===== config.mk =====
export PLATFORM = sky130hd
export DESIGN_NAME = erx_top
export DESIGN_NICKNAME = d
export VERILOG_FILES = /design/src/design/elink_pkg.sv /design/src/design/erx_pkg.sv /design/src/design/erx_deframer.sv /design/src/design/erx_router.sv /design/src/design/erx_top.sv /design/src/design/erx_unpack.sv
export SDC_FILE = /design/constraint.sdc
export NUM_CORES = 1
export LEC_CHECK = 0
export BUFFER_PORTS_ARGS = -buffer_cell sky130_fd_sc_hd__buf_4
export CORE_MARGIN = 3
export CORE_UTILIZATION = 57
export CTS_BUF_LIST = sky130_fd_sc_hd__clkbuf_16
export DETAILED_ROUTE_END_ITERATION = 16
export PLACE_DENSITY_LB_ADDON = 0.12
export RECOVER_POWER = 25
export SETUP_SLACK_MARGIN = 0.2
export SLEW_MARGIN = 5
export SYNTH_ARGS = -nofsm -noshare
export SYNTH_HDL_FRONTEND = slang
export SYNTH_SLANG_ARGS = --single-unit

===== constraint.sdc =====
create_clock -name rx_lclk -period 5.4 [get_ports rx_lclk]
set_input_delay 0.54 -clock rx_lclk [delete_from_list [all_inputs] [get_ports rx_lclk]]
set_output_delay 0.54 -clock rx_lclk [all_outputs]
set_load 0.02 [all_outputs]

===== src/design/elink_pkg.sv =====
// transaction packet layout shared by unpacker, router and testbench
package elink_pkg;

   //########################################
   // packet geometry
   //########################################
   localparam int pkt_w = 104;             // default packet width

   // field offsets inside the 104-bit packet
   localparam int access_bit   = 0;
   localparam int write_bit    = 1;
   localparam int datamode_lsb = 2;
   localparam int datamode_msb = 3;
   localparam int ctrlmode_lsb = 4;
   localparam int ctrlmode_msb = 7;
   localparam int dstaddr_lsb  = 8;
   localparam int dstaddr_msb  = 39;
   localparam int data_lsb     = 40;
   localparam int data_msb     = 71;
   localparam int srcaddr_lsb  = 72;
   localparam int srcaddr_msb  = 103;

   //########################################
   // transfer size
   //########################################
   typedef enum logic [1:0]
   {
      dm_byte   = 2'b00,                   // 8 bit
      dm_half   = 2'b01,                   // 16 bit
      dm_word   = 2'b10,                   // 32 bit
      dm_double = 2'b11                    // 64 bit, data plus srcaddr
   } datamode_e;

endpackage


===== src/design/erx_pkg.sv =====
// deserializer types for the receive path
package erx_pkg;

   localparam int word_w   = 16;          // one rx_lclk sample, both edges
   localparam int sample_w = 7 * word_w;  // raw transfer, 112 bits

   // slot the next accepted word fills
   typedef enum logic [2:0]
   {
      slot0 = 3'd0,                       // ctrlmode, dstaddr top
      slot1 = 3'd1,
      slot2 = 3'd2,                       // access, write, datamode
      slot3 = 3'd3,                       // burst restarts here
      slot4 = 3'd4,
      slot5 = 3'd5,
      slot6 = 3'd6                        // last word, packet complete
   } word_slot_e;

endpackage


===== src/design/erx_deframer.sv =====
`timescale 1ns/1ns

// stage 1: word slots into a 112-bit sample
module erx_deframer
   import erx_pkg::*;
(
   input  logic                rx_lclk,
   input  logic                rst_n,
   input  logic                rx_frame,     // level, high while words arrive
   input  logic [word_w-1:0]   rx_word,
   output logic                sample_valid, // one cycle, sample complete
   output logic [sample_w-1:0] sample,
   output logic                sample_burst
);

   word_slot_e slot;                       // lane for the next word
   word_slot_e slot_nxt;
   logic       pkt_seen;                   // frame already gave a packet

   //########################################
   // slot pointer
   //########################################
   always_comb
   begin
      case (slot)
         slot6:   slot_nxt = slot3;        // anticipate burst
         default: slot_nxt = word_slot_e'(slot + 3'd1);
      endcase
   end

   always_ff @(posedge rx_lclk or negedge rst_n)
   begin
      if (!rst_n)
         slot <= slot0;
      else if (!rx_frame)
         slot <= slot0;                    // idle or dropped frame
      else
         slot <= slot_nxt;
   end

   //########################################
   // sample assembly
   //########################################
   always_ff @(posedge rx_lclk)
   begin
      if (rx_frame)
         sample[int'(slot)*word_w +: word_w] <= rx_word; // lane per slot
   end

   // completion strobe and burst tracking
   always_ff @(posedge rx_lclk or negedge rst_n)
   begin
      if (!rst_n)
      begin
         sample_valid <= 1'b0;
         sample_burst <= 1'b0;
         pkt_seen     <= 1'b0;
      end
      else
      begin
         sample_valid <= rx_frame && (slot == slot6);
         if (!rx_frame)
            pkt_seen <= 1'b0;              // frame over
         else if (slot == slot6)
         begin
            sample_burst <= pkt_seen;      // earlier packet in this frame
            pkt_seen     <= 1'b1;
         end
      end
   end

   // pointer stays inside the seven lanes
   a_slot_range : assert property (
      @(posedge rx_lclk) disable iff (!rst_n)
      slot inside {slot0, slot1, slot2, slot3, slot4, slot5, slot6});

endmodule


===== src/design/erx_router.sv =====
`timescale 1ns/1ns

// stage 3: write/read steering, wait forwarding, overrun flag
module erx_router
   import elink_pkg::*;
#(
   parameter int PW = pkt_w
)
(
   input  logic          rx_lclk,
   input  logic          rst_n,
   input  logic          pkt_valid,
   input  logic [PW-1:0] pkt,
   input  logic          pkt_burst,
   input  logic          rx_wr_wait,    // core push-back, write side
   input  logic          rx_rd_wait,
   output logic          rx_wr_access,  // one cycle pulses
   output logic          rx_rd_access,
   output logic [PW-1:0] rx_packet,     // held until next packet
   output logic          rx_burst,
   output logic          rxo_wr_wait,   // toward transmitter
   output logic          rxo_rd_wait,
   output logic          rx_overrun     // sticky until reset
);

   datamode_e pkt_mode;                  // transfer size of incoming packet

   assign pkt_mode = datamode_e'(pkt[datamode_msb:datamode_lsb]);

   //########################################
   // channel select
   //########################################
   always_ff @(posedge rx_lclk or negedge rst_n)
   begin
      if (!rst_n)
      begin
         rx_wr_access <= 1'b0;
         rx_rd_access <= 1'b0;
         rx_burst     <= 1'b0;
      end
      else
      begin
         rx_wr_access <= pkt_valid &  pkt[write_bit];
         rx_rd_access <= pkt_valid & ~pkt[write_bit]; // no write means read
         if (pkt_valid)
            rx_burst <= pkt_burst;
      end
   end

   always_ff @(posedge rx_lclk)
   begin
      if (pkt_valid)
         rx_packet <= pkt;
   end

   //########################################
   // push-back and overrun
   //########################################
   always_ff @(posedge rx_lclk or negedge rst_n)
   begin
      if (!rst_n)
      begin
         rxo_wr_wait <= 1'b0;
         rxo_rd_wait <= 1'b0;
         rx_overrun  <= 1'b0;
      end
      else
      begin
         rxo_wr_wait <= rx_wr_wait;
         rxo_rd_wait <= rx_rd_wait;
         // delivered anyway, just flagged
         if ((rx_wr_access && rxo_wr_wait) || (rx_rd_access && rxo_rd_wait))
            rx_overrun <= 1'b1;
      end
   end

   // each packet lands on exactly one channel
   a_one_channel : assert property (
      @(posedge rx_lclk) disable iff (!rst_n)
      pkt_valid |=> $onehot({rx_wr_access, rx_rd_access}));

   // upstream frames carry a real transaction
   a_access_set : assert property (
      @(posedge rx_lclk) disable iff (!rst_n)
      pkt_valid |-> pkt[access_bit] && !$isunknown(pkt_mode));

endmodule


===== src/design/erx_top.sv =====
`timescale 1ns/1ns

// receive path, three register stages on rx_lclk
module erx_top
   import elink_pkg::*, erx_pkg::*;
#(
   parameter int PW = pkt_w
)
(
   input  logic          rx_lclk,
   input  logic          rst_n,
   input  logic          rx_frame,
   input  logic [15:0]   rx_word,       // both edges of the byte lane
   input  logic          rx_wr_wait,
   input  logic          rx_rd_wait,
   output logic          rx_wr_access,
   output logic          rx_rd_access,
   output logic [PW-1:0] rx_packet,
   output logic          rx_burst,
   output logic          rxo_wr_wait,
   output logic          rxo_rd_wait,
   output logic          rx_overrun
);

   //########################################
   // stage links
   //########################################
   logic                sample_valid;
   logic [sample_w-1:0] sample;
   logic                sample_burst;
   logic                pkt_valid;
   logic [PW-1:0]       pkt;
   logic                pkt_burst;

   erx_deframer u_deframer
   (
      .rx_lclk      (rx_lclk),
      .rst_n        (rst_n),
      .rx_frame     (rx_frame),
      .rx_word      (rx_word),
      .sample_valid (sample_valid),
      .sample       (sample),
      .sample_burst (sample_burst)
   );

   erx_unpack #(.PW(PW)) u_unpack
   (
      .rx_lclk      (rx_lclk),
      .rst_n        (rst_n),
      .sample_valid (sample_valid),
      .sample       (sample),
      .sample_burst (sample_burst),
      .pkt_valid    (pkt_valid),
      .pkt          (pkt),
      .pkt_burst    (pkt_burst)
   );

   erx_router #(.PW(PW)) u_router
   (
      .rx_lclk      (rx_lclk),
      .rst_n        (rst_n),
      .pkt_valid    (pkt_valid),
      .pkt          (pkt),
      .pkt_burst    (pkt_burst),
      .rx_wr_wait   (rx_wr_wait),
      .rx_rd_wait   (rx_rd_wait),
      .rx_wr_access (rx_wr_access),
      .rx_rd_access (rx_rd_access),
      .rx_packet    (rx_packet),
      .rx_burst     (rx_burst),
      .rxo_wr_wait  (rxo_wr_wait),
      .rxo_rd_wait  (rxo_rd_wait),
      .rx_overrun   (rx_overrun)
   );

endmodule


===== src/design/erx_unpack.sv =====
`timescale 1ns/1ns

// stage 2: sample bytes reordered into the transaction packet
module erx_unpack
   import elink_pkg::*, erx_pkg::*;
#(
   parameter int PW = pkt_w
)
(
   input  logic                rx_lclk,
   input  logic                rst_n,
   input  logic                sample_valid,
   input  logic [sample_w-1:0] sample,
   input  logic                sample_burst,
   output logic                pkt_valid,    // sample_valid one cycle later
   output logic [PW-1:0]       pkt,
   output logic                pkt_burst
);

   //########################################
   // field shuffle
   //########################################
   always_ff @(posedge rx_lclk)
   begin
      if (sample_valid)
      begin
         pkt[access_bit]                  <= sample[40];
         pkt[write_bit]                   <= sample[41];
         pkt[datamode_msb:datamode_lsb]   <= sample[43:42];
         pkt[ctrlmode_msb:ctrlmode_lsb]   <= sample[15:12];
         // dstaddr straddles words 0 to 2
         pkt[dstaddr_msb:dstaddr_lsb]     <= {sample[11:8],
                                              sample[23:16],
                                              sample[31:24],
                                              sample[39:32],
                                              sample[47:44]};
         pkt[data_msb:data_lsb]           <= {sample[55:48],
                                              sample[63:56],
                                              sample[71:64],
                                              sample[79:72]}; // byte swapped
         pkt[srcaddr_msb:srcaddr_lsb]     <= {sample[87:80],
                                              sample[95:88],
                                              sample[103:96],
                                              sample[111:104]};
      end
   end

   always_ff @(posedge rx_lclk or negedge rst_n)
   begin
      if (!rst_n)
      begin
         pkt_valid <= 1'b0;
         pkt_burst <= 1'b0;
      end
      else
      begin
         pkt_valid <= sample_valid;        // delayed strobe
         if (sample_valid)
            pkt_burst <= sample_burst;
      end
   end

   // field map is fixed at 104 bits
   a_pkt_width : assert property (@(posedge rx_lclk) PW == pkt_w);

endmodule


; ---- Yosys cells after proc, flatten, opt, wreduce, memory -nomap -nowiden
; Index checks and enable logic that the tools add are counted.
[word_totals]
regBits = 334
[classes]
addsub = 2
eq_ne = 2
n_shift = 2
n_mux = 5
bitwise = 3
n_reduce_logical = 5
[ops]
columns = op, count
row1 = $bwmux 112, 1
row2 = $shift 16x33->112 const A, 1
row3 = $shiftx 16x33->112, 1
row4 = $neg 7->33, 1
row5 = $mux 3, 2
row6 = $add 3x1->3 const B, 1
row7 = $eq 3x3->1 const B, 1
row8 = $logic_and 1x1->1, 3
row9 = $and 1x1->1, 2
row10 = $mux 1, 2
row11 = $ne 2x1->1 const B, 1
row12 = $reduce_and 2->1, 1
row13 = $logic_or 1x1->1, 1
row14 = $not 1->1, 1

; ---- Longest topological paths before layout
; Gate-level depths: netlist (run 1).
[depth]
ltp_word = 3
mapped_depth = 9

; ---- Cells and area by module
; From an unflattened synthesis (run 1), not the netlist that was laid out.
[hier_totals]
cells_unflattened = 539
hier_area_um2 = 11315.9
[modules_own_cells]
columns = mod, n_inst, cells_each, area_per_inst_um2, seq_area_each_um2
row1 = erx_deframer, 1, 318, 4817.1, 3513.4
row2 = erx_router, 1, 114, 3310.7, 3273.1
row3 = erx_unpack, 1, 107, 3188.1, 3173.0

; ---- Least setup slack after synthesis (run 1)
; No wires, ideal clock.
[synth_timing]
path_type = register to register
startpoint = register u_deframer.slot[1] (netlist name)
endpoint = register u_deframer.sample[32], enable pin
setup_ps = 436
arrival_ps = 3508
required_ps = 4964
path_slack_ps = 1455
stages_incl_launch_ff = 8
n_path_buf = 3
synth_period_minus_slack_ps = 3945
cell_sequence = dfrtp_1 -> clkbuf_1 -> inv_1 -> ha_1 -> ha_1 -> buf_2 -> clkbuf_1 -> nor4b_1
[synth_rtl]
columns = element, line
row1 = "end signal, assigned by index", erx_deframer.sv:47  ; sample[int'(slot)*word_w +: word_w] <= rx_word;
row2 = "end, declared", erx_deframer.sv:12  ; output logic [sample_w-1:0] sample,

==> results of run 1 <==
[per-stage QoR]
step	hold slack [ps]	utilization [%]	setup WS (ps)
after floorplan	244	-	1460
after global placement	390	65.3	2180
after detailed placement	393	65.3	2000
after CTS	89.0	70.6	1990
after global routing	123	70.6	1760
final	134	70.6	2020
[layout by cell type, fill, tap and decap left out, drive strengths merged, types with 4 or more instances in the layout]
cell type  count
nor4          29
and2          33
ha             5
nor4b         33
and3          14
inv           19
clkinv        11
clkbuf        34
edfxtp       312
nor2b          4
bufinv         4
buf          134
dfrtp         14
[worst max-delay path by stage]
stage               slack [ps]                      to  depth (start not counted)          startpoint
finish                    2020  u_deframer.sample[108]                          6  u_deframer.slot[1]
global route              1760  u_deframer.sample[105]                          6  u_deframer.slot[1]
CTS                       1990  u_deframer.sample[111]                          6  u_deframer.slot[1]
detailed placement        2000  u_deframer.sample[105]                          6  u_deframer.slot[1]
global placement          2180  u_deframer.sample[105]                          6  u_deframer.slot[1]
floorplan                 1460   u_deframer.sample[32]                          7  u_deframer.slot[1]
[layer usage]
metal / global-route usage [%] / vias up
met2: 29.9 / 153
met5: 0 / -
met3: 2.97 / 29
met1: 24.5 / 2555
li1: - / 2325
met4: 5.32 / 0
[state kept, by name (all words and copies together) (netlist names)]
signal,cells
u_unpack.pkt_valid,1
u_router.rxo_wr_wait,1
u_deframer.sample,104
u_unpack.pkt,104
u_deframer.pkt_seen,1
u_unpack.pkt_burst,1
u_deframer.sample_burst,1
u_router.rx_packet,104
u_router.rx_overrun,1
u_deframer.sample_valid,1
u_router.rxo_rd_wait,1
u_router.rx_burst,1
u_router.rx_rd_access,1
u_router.rx_wr_access,1
u_deframer.slot,3
[cells by family (layout without fill, tap and decap cells)]
group           after synthesis  after routing  synth area share (%)
fa+ha+maj                     5              5                 0.568
simple gates                138            138                  9.30
mux                           3              3                 0.307
flops                       326            326                  88.3
buf+inv                      36            204                  1.37
compound gates                3              3                 0.182
[power by group through the flow]
stage / clock network, W / registers, W / logic (W)
finish: 0.00208 / 0.00279 / 0.000180
detailed placement: 0 / 0.00284 / 0.000177
floorplan: 0 / 0.00284 / 0.000116
global route: 0.00223 / 0.00279 / 0.000196
CTS: 0.00212 / 0.00279 / 0.000179
global placement: 0 / 0.00284 / 0.000168
[cell type report]
class / instances / area (µm²) / share of cell area (%)
clock buffers: 31 / 776 / 5.83
clock inverters: 22 / 213 / 1.60
inverters: 13 / 48.8 / 0.367
multi-input cells: 149 / 1170 / 8.82
flip-flops and latches: 326 / 9730 / 73.2
well taps: 260 / 325 / 2.45
repair buffers: 138 / 1030 / 7.78
[repair_timing]
action / 4_1_cts / 5_1_grt
setup buffers: 0 / 0
gates resized for setup: 0 / 0
hold endpoints to repair: 14 / 0
hold buffers: 1 / 0
[worst max-delay path, cell delays in order (launching register included)]
cell,delay [ps]
dfrtp_1,740
inv_1,100
ha_1,230
ha_1,260
or2_1,560
nor4_2,880
buf_4,310
==> flow_summary_export.csv, run 1 <==
group,metric,value,unit
power,p_seq_share,55.2,%
timing,setup_viol,0,
floorplan,ios,131,
routing,drc,0,
power,pwr-share-comb,3.6,%
cells_and_area,area_growth,20.8,%
routing,drt-initial-drc-count,430,
power,power_density,379,mW/mm²
routing,wl_met3,991,µm
synth,ys_types,32,
synth,ys.flop_type,"edfxtp_1",
grt,grt_usage,17.8,%
cells_and_area,antenna_cells,0,
synth,synthArstFlopShare,4.29,%
placement,hpwlAfterDp,11900,µm
grt,overflow,0,
setup_path,rr_worst_depth,6,
floorplan,die_y,145,µm
cells_and_area,drive_gt1_share,29.9,%
setup_path,worstPathRequired,5640,ps
routing,viasPerCell,5.39,
placement,place_area,0.0123,mm²
synth,synth_enable_flop_cells,312,
clocking,cts_sinks,326,
clocking,cts.reportedPaths.clkPinSlew,60,ps
clocking,cts_buffer_depth,3,
power,p_leak,4.56,nW
synth,syn_area_per_cell,21.5,µm²
placement,portBuffers,130,
synth,synth_fp_nets,537,
hold_path,min_to,"u_router.rxo_wr_wait",
routing,wl_per_cell,20.1,µm
setup_path,path_max_fanout,27,
cells_and_area,n_fill_cell,1129,
power,p_clk_share,41.2,%
routing,dr_total_vias,5062,
grt,first_global_vias,5181,
timing,fin_worst_skew,6.91,ps
routing,top_layer,"met4",
hold_path,min_path_cells,1,
floorplan,row_count,50,
timing,period_share,62.7,%
setup_path,r2r-end,"u_deframer.sample[108]",
clocking,htreeDepth,1,
synth,ys_ff_latch,326,
cells_and_area,design_area,0.0133,mm²
routing,wl_met2,9560,µm
clocking,clock-root-buffer,"clkbuf_16",
hold_path,min_from,"rx_wr_wait",
clocking,cts_tree,"built",
routing,wl_met1,8020,µm
synth,syn_area,0.0110,mm²
cells_and_area,nNetsFinal,685,
timing,relSlewSlack,17.6,%
hold_path,min_path_type,"in2reg",
placement,gp_congestion,0.764,
run_status,status,"finished, final reports clean",
floorplan,die_w,145,µm
setup_path,crit_type,"reg2reg",
timing,hold_violations,0,
run,drv_cap,0,
synth,ys_top_cells_by_count,"edfxtp_1, and2_1, nor4_1",
synth,synthTopCellsByArea,"edfxtp_1, dfrtp_1, nor4b_1, and2_1, nor4_1",
setup_path,cp-start-kind,"flop",
grt,grt_max_degree,98,
routing,postRouteAntennaNets,0,
timing,fin_tns_setup,0,ps
timing,max_freq,296,MHz
synth,synth_cells,511,
clocking,clock_latency,530,ps
power,switching_share,19.7,%
power,p_sw,0.000995,W
timing,worstMarginPinSlew,1240,ps
cells_and_area,fin_cells,939,
timing,rsz0062_at_grt,"false",
floorplan,initial_core_util,58.5,%
power,internal_power,0.00405,W
setup_path,r2r_slack,2020,ps
setup_path,worstPathArrival,3630,ps
clocking,cts_buffers,31,
timing,finalCriticalPeriod,3380,ps
synth,synth_most_common_cell,"edfxtp_1",
floorplan,coreArea,0.0188,mm²
synth,yosysTopAreaCellShare,85.1,%
synth,seq_area_frac_synth,88.3,%
setup_path,timing.rr.start,"u_deframer.slot[1]",
routing,dr.pass1.iters,4,
timing,slew_violations,0,
power,irDropWorstVdd,232,µV
grt,antenna_found_initial,0,
placement,dp.cells,885,
power,p_total,0.00505,W
setup_path,cp-end-kind,"flop",
synth,ys_warn_count,0,
synth,yosys.area.top_type,"edfxtp_1",
grt,grt_pass1_wl,29400,µm
routing,drt_wl_total,18900,µm
floorplan,dieArea,0.0210,mm²
Power figures use the tool's default switching activity.
==> run 2, diff against run 1 <==
Clock period 5.4 ns to 3.26 ns, I/O delays scaled along.
==> run 2 against run 1 <==
  * Critical path type unchanged
  * Utilization is 0.17 points higher
  * Critical endpoint is now u_deframer.sample[62]
  * Flip-flop and latch count is the same
  * Clock power increased by 51%
  * Combinational power up 84%
  * Setup slack worse by 1600 ps
==> flow_summary_export.csv, run 2 (synthesis results as in run 1) <==
group,metric,value,unit
floorplan,die_y,145,µm
routing,drt-initial-drc-count,362,
routing,dr_total_vias,5068,
cells_and_area,nNetsFinal,691,
grt,first_global_vias,5164,
placement,hpwlAfterDp,12100,µm
timing,relSlewSlack,32.1,%
setup_path,r2r-end,"u_deframer.sample[62]",
floorplan,initial_core_util,58.5,%
setup_path,cp-startpoint,"u_deframer.slot[0]",
timing,slew_violations,0,
run,drv_cap,0,
routing,wl_per_cell,19.8,µm
routing,dr.pass1.iters,5,
cells_and_area,area_growth,21.0,%
timing,max_freq,350,MHz
setup_path,cp-end-kind,"flop",
floorplan,ios,131,
clocking,htreeDepth,1,
setup_path,r2r_slack,400,ps
timing,setup_viol,0,
clocking,clock_latency,530,ps
routing,drt_wl_total,18800,µm
floorplan,die_w,145,µm
grt,antenna_found_initial,0,
timing,fin_tns_setup,0,ps
hold_path,min_path_type,"in2reg",
clocking,cts_resized,0,
timing,rsz0062_at_grt,"false",
clocking,cts_sinks,326,
routing,drc,0,
timing,worstMarginPinSlew,1010,ps
cells_and_area,drive_gt1_share,29.0,%
power,p_leak,4.59,nW
floorplan,row_count,50,
timing,period_share,87.7,%
setup_path,worstPathRequired,3420,ps
hold_path,min_to,"u_deframer.sample[19]",
grt,grt_max_degree,62,
timing,fin_worst_skew,12.6,ps
cells_and_area,antenna_cells,0,
clocking,cts_tree,"built",
run_status,status,"finished, final reports clean",
timing,hold_slack,94.5,ps
cells_and_area,final_cell_mix,"edfxtp_1, buf_4, and2_1, clkbuf_16, nor4_1",
setup_path,worstPathArrival,3020,ps
grt,grt_pass1_wl,29200,µm
grt,overflow,0,
clocking,cts_buffers,31,
grt,grt_usage,17.7,%
setup_path,timing.rr.start,"u_deframer.slot[0]",
placement,gp_congestion,0.755,
setup_path,path_max_fanout,16,
timing,hold_violations,0,
placement,portBuffers,130,
setup_path,rr_worst_depth,6,
routing,postRouteAntennaNets,0,
clocking,cts_buffer_depth,3,
cells_and_area,layout_commonest_cell,"edfxtp_1",
hold_path,min_path_cells,2,
floorplan,dieArea,0.0210,mm²
routing,viasPerCell,5.34,
floorplan,coreArea,0.0188,mm²
power,p_total,0.00809,W
clocking,cts.reportedPaths.clkPinSlew,60,ps
hold_path,min_from,"rx_word[3]",
setup_path,crit_type,"reg2reg",
clocking,clock-root-buffer,"clkbuf_16",
timing,finalCriticalPeriod,2860,ps
power,irDropWorstVdd,485,µV
setup_path,cp-start-kind,"flop",
power,power_density,607,mW/mm²
cells_and_area,largestRegisters,"u_deframer.sample x104, u_router.rx_packet x104, u_unpack.pkt x104",
-- run 2: cell count changes in the layout (fill, tap and decap cells not counted), moves of 2 or more --
cell	before	now
buf_12	0	2
nor4_4	0	3
inv_1	18	22
clkinv_4	3	1
clkinv_1	3	10
dlygate4sd3_1	1	3
nor4_2	4	1
buf_4	134	136
bufinv_16	4	1
-- run 2: worst max path at each step --
stage | end | slack, ps | depth (start not counted)
global placement | u_deframer.sample[74] | 560 | 5
global route | u_deframer.sample[58] | 200 | 6
CTS | u_deframer.sample[77] | 390 | 5
finish | u_deframer.sample[62] | 400 | 6
detailed placement | u_deframer.sample[66] | 400 | 5
floorplan | u_deframer.sample[48] | 210 | 9
-- run 2: power by group --
| part | internal [W] | switching [W] | leakage, nW | total, W |
|---|---|---|---|---|
| logic | 0.000102 | 0.000229 | 1.14 | 0.000331 |
| registers | 0.00459 | 0.0000182 | 2.96 | 0.00461 |
| clock network | 0.00179 | 0.00137 | 0.485 | 0.00315 |
-- run 2: layout make-up --
cell class	count	area (µm²)
clock buffers	31	776
clock inverters	26	134
fillers	1155	5500
inverters	13	48.8
multi-input cells	149	1210
flip-flops and latches	326	9730
well taps	260	325
repair buffers	144	1110
-- run 2: what timing repair did --
action,CTS,global route
endpoints found under the setup margin,0,16
setup buffers,0,0
hold buffers,3,0
hold endpoints to repair,16,0
-- run 2: worst max-delay path: stages (launching register included) --
cell     delay (ps)
dfrtp_1         360
inv_2            90
ha_1            230
ha_1            510
buf_4           230
nor2b_1         380
and3_1          690
-- run 2: through the flow --
| stage | worst slack, ps | instance area (µm²) | std cells | util [%] |
|---|---|---|---|---|
| 2_1_floorplan | 210 | 11100 | 511 | - |
| 3_3_place_gp | 558 | 12400 | 889 | 65.8 |
| 3_5_place_dp | 401 | 12400 | 889 | 65.8 |
| 4_1_cts | 393 | 13300 | 949 | 70.8 |
| 5_1_grt | 201 | 13300 | 949 | 70.8 |
| 6_report | 401 | 13300 | 949 | 70.8 |
-- run 2: metal layers --
metal | track usage [%] | wire length, µm | vias up | part of all wire [%]
met5 | 0 | 0 | - | 0
met3 | 3.34 | 1050 | 23 | 5.6
met2 | 29.3 | 9290 | 173 | 50
li1 | - | - | 2330 | -
met1 | 24.8 | 8170 | 2542 | 44
met4 | 4.66 | 254 | 0 | 1.4
